**src/source/ram2_config.svh**
```systemverilog
`ifndef RAM2_CONFIG_SVH
`define RAM2_CONFIG_SVH

////////////////////////////////////////////////////////////
// SRAM geometry
////////////////////////////////////////////////////////////

`define RAM2_ADDR_W 18
`define RAM2_DATA_W 16

////////////////////////////////////////////////////////////
// Bus pacing
////////////////////////////////////////////////////////////

// One phase step every 2**RAM2_DIV_W clocks
`define RAM2_DIV_W 2

`endif

```
**src/source/ram2_pkg.sv**
```systemverilog
`include "ram2_config.svh"

package ram2_pkg;

	typedef enum logic [1:0] {
		OP_IF_RD  = 2'd0,
		OP_EXE_RD = 2'd1,
		OP_EXE_WR = 2'd2
	} ram2_op_e;

	// Fetch read phases follow the execute read phases
	typedef enum logic [3:0] {
		ST_IDLE    = 4'd0,
		ST_EXE_RD1 = 4'd1,
		ST_EXE_RD2 = 4'd2,
		ST_EXE_RD3 = 4'd3,
		ST_IF_RD1  = 4'd4,
		ST_IF_RD2  = 4'd5,
		ST_IF_RD3  = 4'd6,
		ST_WR1     = 4'd7,
		ST_WR2     = 4'd8,
		ST_WR3     = 4'd9
	} ram2_state_e;

	// 2 + 18 + 16 + 32 = 68 bits
	typedef struct packed {
		ram2_op_e                  op;
		logic [`RAM2_ADDR_W-1:0]   addr;
		logic [`RAM2_DATA_W-1:0]   wdata;
		logic [31:0]               act;
	} ram2_req_t;

	// 2 + 16 + 32 = 50 bits
	typedef struct packed {
		ram2_op_e                  op;
		logic [`RAM2_DATA_W-1:0]   rdata;
		logic [31:0]               act;
	} ram2_rsp_t;

endpackage

```
**src/source/ram2_result_router.sv**
```systemverilog
`timescale 1ns/1ps
`include "ram2_config.svh"

module ram2_result_router (
	input  logic                     clk,
	input  logic                     rst,
	input  ram2_pkg::ram2_rsp_t      rsp,
	input  logic                     rsp_valid,
	input  logic                     if_start,
	input  logic                     exe_start,
	output logic [`RAM2_DATA_W-1:0]  if_result,
	output logic [`RAM2_DATA_W-1:0]  exe_result,
	output logic                     if_done,
	output logic                     exe_done,
	output logic [31:0]              act_done
);

	always_ff @(posedge clk or negedge rst) begin
		if (!rst) begin
			if_result <= '0;
			exe_result <= '0;
			if_done <= 1'b0;
			exe_done <= 1'b0;
			act_done <= '0;
		end else begin
			// New request on a side drops its done level
			if (if_start) begin
				if_done <= 1'b0;
			end
			if (exe_start) begin
				exe_done <= 1'b0;
			end

			if (rsp_valid) begin
				act_done <= rsp.act;
				case (rsp.op)
					ram2_pkg::OP_IF_RD: begin
						if_result <= rsp.rdata;
						if_done <= 1'b1;
					end
					ram2_pkg::OP_EXE_RD: begin
						exe_result <= rsp.rdata;
						exe_done <= 1'b1;
					end
					// write has no data to return
					default: begin
						exe_done <= 1'b1;
					end
				endcase
			end
		end
	end

endmodule

```
**config.mk**
```make
export PLATFORM = sky130hd
export DESIGN_NAME = ram2_result_router
export DESIGN_NICKNAME = d
export VERILOG_FILES = /design/src/source/ram2_pkg.sv /design/src/source/ram2_result_router.sv
export VERILOG_INCLUDE_DIRS = /design/src /design/src/source
export SDC_FILE = /design/constraint.sdc
export NUM_CORES = 1
export LEC_CHECK = 0
export ABC_AREA = 1
export BUFFER_PORTS_ARGS = -buffer_cell sky130_fd_sc_hd__buf_2
export CORE_MARGIN = 5
export CORE_UTILIZATION = 35
export DETAILED_ROUTE_END_ITERATION = 8
export PLACE_DENSITY_LB_ADDON = 0.15
export SYNTH_ARGS = -nofsm -noshare
export SYNTH_HDL_FRONTEND = slang
export SYNTH_SLANG_ARGS = --single-unit
export TNS_END_PERCENT = 20
```
**constraint.sdc**
```tcl
create_clock -name clk -period 0.8 [get_ports clk]
set_clock_uncertainty 0.1 [all_clocks]
set_input_delay 0.08 -clock clk [delete_from_list [all_inputs] [get_ports clk]]
set_output_delay 0.08 -clock clk [all_outputs]
set_load 0.02 [all_outputs]
```
==> metrics.md <==
| Metric | Value |
|---|---|
| Initial antenna violation count | `0` |
| Via count | `2505` |
| Routed WL | `7.73 mm` |
| Final core occ | `60.4%` |
| Max Fclk | `0.939 GHz` |
| Buffer and inverter count on the worst path | `1` |
| Vias in the first global route | `2577` |
| Avg Synthesized Cell Area | `9.39 µm²` |
| Busiest grt layer | `met2` |
| Post-Syn Instances | `284` |
| WHS Path Cells | `3` |
| Status | `complete, but fails checks` |
| Critical path cell sequence | `buf_6` |
| Vias per cell | `4.34` |
| Design Area, Final | `0.00443 mm²` |
| Worst slew pin tran | `0.234 ns` |
| CTS tree | `yes` |
| CTS clk-pin slew, worst paths | `0.07 ns` |
| Crit end category | `primary output` |
| Synthesized cell area | `0.00267 mm²` |
| Die Height | `97.3 µm` |
| Layout Cells excl Fill | `577` |
| Yosys top cell by area | `dfrtp_1` |
| Logic pwr share | `25.5%` |
| Iter 0 DRT Violations | `91` |
| GPL Wtd Cong | `0.773` |
| Met2 Resource Use GR | `26.9%` |
| Full die area | `0.00947 mm²` |
| Core Region | `0.00733 mm²` |
| Grt total ovfl | `0` |
| Worst setup SP type | `register` |
| Power, Total | `9.21 mW` |
| Crit path max-delay family | `flip-flops` |
| Failing checks | `negative setup slack` |
| Layout cells sized above 1 | `34.7%` |
| Data required time of the critical path | `0.62 ns` |
| VDD IR max | `861 µV` |
| Die X | `97.3 µm` |
| Slew Limit Fails | `0` |
| Crit path largest cell delay | `0.41 ns` |
| Psw | `2.75 mW` |
| Synthesized Nets | `339` |
| Wire per inst | `13.4 µm` |
| H-tree levels | `3` |
| Total GRT Usage | `16.3%` |
| CP max stage cell | `dfrtp_1` |
| Dpl hpwl | `4.97 mm` |
| TritonCTS Sinks | `66` |
| # placed instances | `498` |
| Row count | `31` |
| Seq pwr share | `43.5%` |
| Hold crit path type | `in2reg` |
| R2R depth | `4` |
| Buffers added on ports | `120` |
| GR Util met1 | `19.3%` |
| Final setup violation count | `78` |
| Initial Util | `36.4%` |
| Commonest non-fill, non-tap cells in the layout | `nand2_1, buf_2, dfrtp_1` |
| CP Class | `reg2out` |
| Worst setup margin | `-0.264 ns` |
| RSZ-0062 raised after global routing | `yes` |
| Diode count | `0` |
| Commonest non-fill, non-tap cell in the layout | `nand2_1` |
| Post-synth top area share | `61.9%` |
| Placed cell area | `0.00342 mm²` |
| Register area share after synthesis | `61.9%` |
| Int Pwr | `6.46 mW` |
| Synth warn | `0` |
| Pwr Density | `2080 mW/mm²` |
| #FFs+latches synth | `66` |
| Crit path depth | `1` |
| Worst-skew pair later-pin latency | `0.32 ns` |
| Critical Path Fanout Max | `2` |
| Total CTS buffers | `9` |
| Leak | `2.38 nW` |
| Post-route DRC | `0` |
| Sw frac | `29.9%` |
| Clock share of power | `30.9%` |
| Critical Path AT | `0.88 ns` |
| M3 GR Usage | `4.95%` |
| Final #Nets | `528` |
| Final min period | `1.06 ns` |
| First-pass GRT wire length | `12.5 mm` |
| 1st-pass router iterations | `4` |
| Routed Antenna Nets | `0` |
| Largest net degree at the start of global routing | `65` |
| Setup_tns | `-16.75 ns` |
| Max Cap Viol | `0` |
| Final Cycle Share | `133%` |
| Post-Place Setup Slack | `-0.143 ns` |
| Clock Tree Root | `clkbuf_8` |
| IO Pins | `121` |
| Worst rel slew slack | `84.4%` |
| Netlist cell types | `15` |
| Clk buf depth | `2` |
| Hold_ws | `0.0163 ns` |
| Final hold vios | `0` |
| Synth area leaders | `dfrtp_1, nand2_1, o21ai_0, inv_1, nand4_1` |
| Synthesis-to-layout area growth | `66.1%` |
## power by group through the flow
stage               sequential [mW]  clock (mW)  combinational (mW)
floorplan                      4.54           0               0.494
global placement               4.02           0                1.80
detailed placement             4.03           0                1.82
CTS                            4.00        2.93                2.17
global route                   4.06        3.08                2.56
finish                         4.01        2.85                2.35
## worst paths after layout
| check | start | endpoint | slack (ns) |
|---|---|---|---|
| max in group asynchronous | rst | act_done[26] | 0.22 |
| worst min register to register | exe_result[2] | exe_result[2] | 0.37 |
| min in group asynchronous | rst | exe_done | 0.19 |
| worst max-delay path | exe_result[10] | exe_result[10] | -0.26 |
| worst min-delay path | rsp[49] | exe_done | 0.02 |
| worst max register to register | act_done[19] | act_done[19] | -0.16 |
## registers in the layout, summed over array words and instances (netlist names)
signal / flops
exe_result: 16
exe_done: 1
if_done: 1
act_done: 32
if_result: 16
## metal layers
metal | up-vias | routed length (µm)
li1 | 1275 | -
met1 | 1132 | 3260
met2 | 80 | 3830
met3 | 18 | 433
met4 | 0 | 206
met5 | - | 0
## synth_stat cells, drive strengths merged
| cell | count |
|---|---|
| inv | 35 |
| o21ai | 35 |
| nand2 | 97 |
| nand3 | 17 |
| clkbuf | 2 |
| dfrtp | 66 |
| nor2 | 1 |
| nand4 | 16 |
| buf | 15 |
## kinds of logic (layout without fill, tap and decap cells)
| logic type | Yosys count | count (layout) | share of synthesized area [%] |
|---|---|---|---|
| flops | 66 | 66 | 61.9 |
| buf+inv | 52 | 246 | 9.43 |
| simple gates | 131 | 131 | 22.1 |
| compound gates | 35 | 35 | 6.57 |
## what timing repair did
item                       in CTS  in global routing
setup endpoints to repair      66                 72
hold buffers                   51                  0
hold endpoints to repair      132                  0
setup buffers                   3                  9
gates resized for setup        33                 43
## area by class of cell
| type | instances | area [µm²] |
|---|---|---|
| timing repair buffer | 195 | 1550 |
| tap | 99 | 124 |
| fill | 630 | 2900 |
| sequential | 66 | 1650 |
| clock buffer | 12 | 155 |
| inverter | 35 | 131 |
| clock inverter | 4 | 50.0 |
| multi-input combinational | 166 | 764 |
(Power assumes the default switching activity.)
