===== src/source/ram2_config.svh =====
`ifndef RAM2_CONFIG_SVH
`define RAM2_CONFIG_SVH

////////////////////////////////////////////////////////////
// SRAM geometry
////////////////////////////////////////////////////////////

`define RAM2_ADDR_W 18
`define RAM2_DATA_W 16

////////////////////////////////////////////////////////////
// Bus pacing
////////////////////////////////////////////////////////////

// One phase step every 2**RAM2_DIV_W clocks
`define RAM2_DIV_W 2

`endif


===== src/source/ram2_pkg.sv =====
`include "ram2_config.svh"

package ram2_pkg;

	typedef enum logic [1:0] {
		OP_IF_RD  = 2'd0,
		OP_EXE_RD = 2'd1,
		OP_EXE_WR = 2'd2
	} ram2_op_e;

	// Fetch read phases follow the execute read phases
	typedef enum logic [3:0] {
		ST_IDLE    = 4'd0,
		ST_EXE_RD1 = 4'd1,
		ST_EXE_RD2 = 4'd2,
		ST_EXE_RD3 = 4'd3,
		ST_IF_RD1  = 4'd4,
		ST_IF_RD2  = 4'd5,
		ST_IF_RD3  = 4'd6,
		ST_WR1     = 4'd7,
		ST_WR2     = 4'd8,
		ST_WR3     = 4'd9
	} ram2_state_e;

	// 2 + 18 + 16 + 32 = 68 bits
	typedef struct packed {
		ram2_op_e                  op;
		logic [`RAM2_ADDR_W-1:0]   addr;
		logic [`RAM2_DATA_W-1:0]   wdata;
		logic [31:0]               act;
	} ram2_req_t;

	// 2 + 16 + 32 = 50 bits
	typedef struct packed {
		ram2_op_e                  op;
		logic [`RAM2_DATA_W-1:0]   rdata;
		logic [31:0]               act;
	} ram2_rsp_t;

endpackage


===== src/source/ram2_req_arbiter.sv =====
`timescale 1ns/1ps
`include "ram2_config.svh"

module ram2_req_arbiter (
	input  logic                     clk,
	input  logic                     rst,
	input  logic                     if_need,
	input  logic                     exe_need,
	input  logic                     exe_rd,
	input  logic                     exe_wr,
	input  logic [31:0]              act,
	input  logic [`RAM2_ADDR_W-1:0]  if_addr,
	input  logic [`RAM2_ADDR_W-1:0]  exe_addr,
	input  logic [`RAM2_DATA_W-1:0]  exe_wdata,
	input  logic                     busy,
	output ram2_pkg::ram2_req_t      req,
	output logic                     req_valid,
	output logic                     if_start,
	output logic                     exe_start
);

	logic                 exe_want;
	logic                 fresh;
	logic                 take;
	logic                 slot_full;
	logic [31:0]          last_act;
	ram2_pkg::ram2_req_t  slot;
	ram2_pkg::ram2_req_t  incoming;

	// Execute side only counts with a real operation
	assign exe_want = exe_need && (exe_rd || exe_wr);

	// Same token as last time means the requester is just holding its level
	assign fresh = (exe_want || if_need) && (act != last_act);
	assign take = fresh && !slot_full;

	assign exe_start = take && exe_want;
	assign if_start = take && !exe_want;

	always_comb begin
		if (exe_want) begin
			// read wins if both bits are set
			incoming.op = exe_rd ? ram2_pkg::OP_EXE_RD : ram2_pkg::OP_EXE_WR;
			incoming.addr = exe_addr;
			incoming.wdata = exe_wdata;
		end else begin
			incoming.op = ram2_pkg::OP_IF_RD;
			incoming.addr = if_addr;
			incoming.wdata = '0;
		end
		incoming.act = act;
	end

	always_ff @(posedge clk or negedge rst) begin
		if (!rst) begin
			slot_full <= 1'b0;
			last_act <= '0;
		end else begin
			if (take) begin
				slot_full <= 1'b1;
				last_act <= act;
			end else if (req_valid) begin
				slot_full <= 1'b0;
			end
		end
	end

	always_ff @(posedge clk) begin
		if (take) begin
			slot <= incoming;
		end
	end

	// Offer the slot only while the sequencer is free
	assign req = slot;
	assign req_valid = slot_full && !busy;

endmodule


===== config.mk =====
export PLATFORM = sky130hd
export DESIGN_NAME = ram2_req_arbiter
export DESIGN_NICKNAME = d
export VERILOG_FILES = /design/src/source/ram2_pkg.sv /design/src/source/ram2_req_arbiter.sv
export VERILOG_INCLUDE_DIRS = /design/src /design/src/source
export SDC_FILE = /design/constraint.sdc
export NUM_CORES = 1
export LEC_CHECK = 0
export BUFFER_PORTS_ARGS = -buffer_cell sky130_fd_sc_hd__clkbuf_2
export CAP_MARGIN = 30
export CORE_MARGIN = 2
export CORE_UTILIZATION = 44
export CTS_CLUSTER_SIZE = 10
export DETAILED_ROUTE_END_ITERATION = 7
export PLACE_DENSITY = 0.76
export SYNTH_ARGS = -nofsm -noshare
export SYNTH_HDL_FRONTEND = slang
export SYNTH_SLANG_ARGS = --single-unit

===== constraint.sdc =====
create_clock -name clk -period 2.7 [get_ports clk]
set_input_delay 0.135 -clock clk [delete_from_list [all_inputs] [get_ports clk]]
set_output_delay 0.135 -clock clk [all_outputs]
set_load 0.01 [all_outputs]

==> impl_metrics.ini <==
[outcome]
run_status = complete, no violations

[final_layout]
stdcell_count = 586
layout.nets = 561
flow.area_growth_from_synthesis_pct = 34.9
fin_util_pct = 60.7
antennaDiodeCount = 0
drive_above_1_share_pct = 46.1

[placed_design]
io_buffer_count = 161
place_congestion = 0.777
post-dp-hpwl_um = 6450
dp.cells = 537

[clock_network]
post_cts.resized_instances = 0
clk_transition_reported_paths_ns = 0.09
cts_max_path_buffers = 2
post_cts_buffers = 0
cts_inserted_buffers = 9
clockRootBuffer = clkbuf_8
htree_num_levels = 3
clock_latency_of_the_later_clocked_register_in_the_worst_skew_pair_ns = 0.36
cts_hold_buf = 31
clock-sinks = 101
tritoncts_clock_tree = yes

[route]
post_drt_wl_per_cell_um = 15.6
number_of_remaining_drc_errors = 0
drtIter0Drc = 80
drt-vias-per-instance = 4.70
wirelength_um = 9150
dr.pass1.iters = 4
postRouteAntennaNets = 0
routed-via-count = 2756

[global_routing]
first_global_vias = 2759
global_route.usage.met3_pct = 5.89
grt_first_pass_wirelength_um = 14000
global_route.usage.met2_pct = 29.4
grt_util_all_layers_pct = 18.2
maximum_number_of_pins_on_one_net_before_global_route_repair = 42
global_route.overflow_total = 0
antenna_found_initial = 0
globalRoute.busiestLayer = met2
use_met1_pct = 23.8

[synth]
synth-seq-area-share_pct = 69.3
postSynthRegisterBits = 101
net_count_synth = 357
cell_types_occupying_the_most_area_after_synthesis = edfxtp_1 (49%), dfrtp_1 (20%), mux2_4 (9.4%), xor2_1 (6.8%), nand2_1 (5.1%)
post_synth_instance_area_mm2 = 0.00414
synthesis.area_per_instance_um2 = 15.5
synth_cell_types = 19
synth_top_area_share_pct = 49.4
netlist_instances = 266
yosys_warnings = 0
synth_area_leader_cell = edfxtp_1

[pwr]
power.leakage_nw = 2.60
max-vdd-ir-drop_uv = 401
power_mw = 4.10
cellPowerDensity_mw_per_mm2 = 734

[timing]
slew_headroom_pct = 44.7
final_period_minus_worst_setup_slack_ns = 2.32
slew_viol_final = 0
finalHoldWorstSlack_ns = 0.0290
min_period_over_period_pct = 85.8
setup_repair_after_global_routing_missed_its_margin = false
fmax_mhz = 432
final-setup-viol-count = 0
timing.clock.skew_ns = 0.0140
hold_viol = 0
worstMarginPinSlew_ns = 0.830

[worst_setup_path]
crit_buf_inv = 4
r2r_start = last_act[29]
data_arrival_at_the_endpoint_of_the_critical_path_ns = 2.18
timing.setup.critical_path_class = in2out
timing.critical_path.cells = dlygate4sd3_1 > clkbuf_2 > xor2_1 > nor4_1 > nand4_1 > o21ai_4 > buf_4 > nor2_1 > clkbuf_2
critical_path.top_delay_family = buffers and inverters
worst-r2r-cell-count = 6
timing.critical_path.mode_cell = clkbuf_2
worst_ep_required_time_ns = 2.57
slowest_stage = dlygate4sd3_1
critical_path.reg2reg.endpoint = last_act[1]
timing.reg2reg.setup_slack_ns = 0.58
crit_path_max_incr_delay_ns = 0.54
worst-path-max-fanout = 10
kind_of_start_point_of_the_critical_path = input pin
endpoint_kind = output port

[worst_hold_path]
timing.hold.worst_endpoint = req[25]
worstHoldPathType = in2reg
hp-start = act[25]
min_delay_path_depth = 1

[job]
max_cap_violations = 0

[floorplanning]
coreArea_mm2 = 0.00920
fp.dieH_um = 101
row_count = 35
floorplan.die_area_mm2 = 0.0102
floorplan.die.width_um = 101
floorplan.initialDensity_pct = 45.0
io-pin-count = 162
[cell families after synthesis]
group / after synthesis / share of synthesized area, %
flip-flops: 101 / 69.3
AND/OR/NAND/NOR: 89 / 10.2
XOR/XNOR: 32 / 6.78
multiplexers: 32 / 11.1
buffers and inverters: 9 / 1.88
AO/OA/AOI/OAI: 3 / 0.696
[synth_stat cells]
cell	number
and2_1	17
buf_12	2
buf_8	1
clkbuf_1	5
dfrtp_1	33
edfxtp_1	68
inv_1	1
mux2_2	6
mux2_4	26
nand2_1	56
nand4_1	2
nor2_1	5
nor2b_1	1
nor4_1	5
nor4_2	3
o21a_1	1
o21ai_0	1
o21ai_4	1
xor2_1	32
[state kept, by name (all words and copies together) (netlist names)]
register	count
last_act	32
req	68
slot_full	1
[layout make-up]
cell class | count | area, um2
well taps | 111 | 139
clock inverters | 5 | 60.1
fillers | 723 | 3620
multi-input cells | 156 | 1190
flip-flops and latches | 101 | 2870
inverters | 1 | 3.75
repair buffers | 201 | 1190
clock buffers | 11 | 131
[report_power, final]
| part | internal (mW) | leakage, nW | switching (mW) |
|---|---|---|---|
| logic | 0.518 | 1.47 | 0.466 |
| registers | 2.01 | 1.04 | 0.160 |
| clock network | 0.434 | 0.0905 | 0.513 |
| total | 2.96 | 2.60 | 1.14 |
[routing by layer]
layer / routed length (um) / up-vias / share of wire [%]
met5: 0 / - / 0
met3: 659 / 8 / 7.2
met4: 68 / 0 / 0.74
met2: 4350 / 118 / 48
met1: 4070 / 1303 / 44
li1: - / 1327 / -
[metrics by stage]
step                      worst slack (ns)  TNS [ns]  cell area [um2]
after floorplan                     -0.106     -7.20             4140
after detailed placement             0.617         0             5060
after global placement               0.622         0             5060
after CTS                            0.363         0             5560
final                                0.385         0             5580
after global routing                 0.194         0             5580
[worst max path at each step]
stage / from / endpoint / slack, ns / cells past startpoint
final: act[29] / if_start / 0.38 / 9
after floorplan: last_act[23] / req[0] / -0.11 / 6
after CTS: last_act[29] / if_start / 0.36 / 7
after global placement: last_act[29] / last_act[31] / 0.62 / 6
after detailed placement: last_act[29] / last_act[31] / 0.62 / 6
after global routing: last_act[29] / if_start / 0.19 / 7
[placed cells by master (no fill, tap or decap), types with 6 or more instances in the layout]
master and count:
clkbuf_8 9, nand2_1 56, buf_4 7, and2_1 17, clkbuf_2 161, mux2_2 6, edfxtp_1 68, xor2_1 32
mux2_4 26, dfrtp_1 33, dlygate4sd3_1 33
No activity file was read; power rests on OpenSTA's default activity.
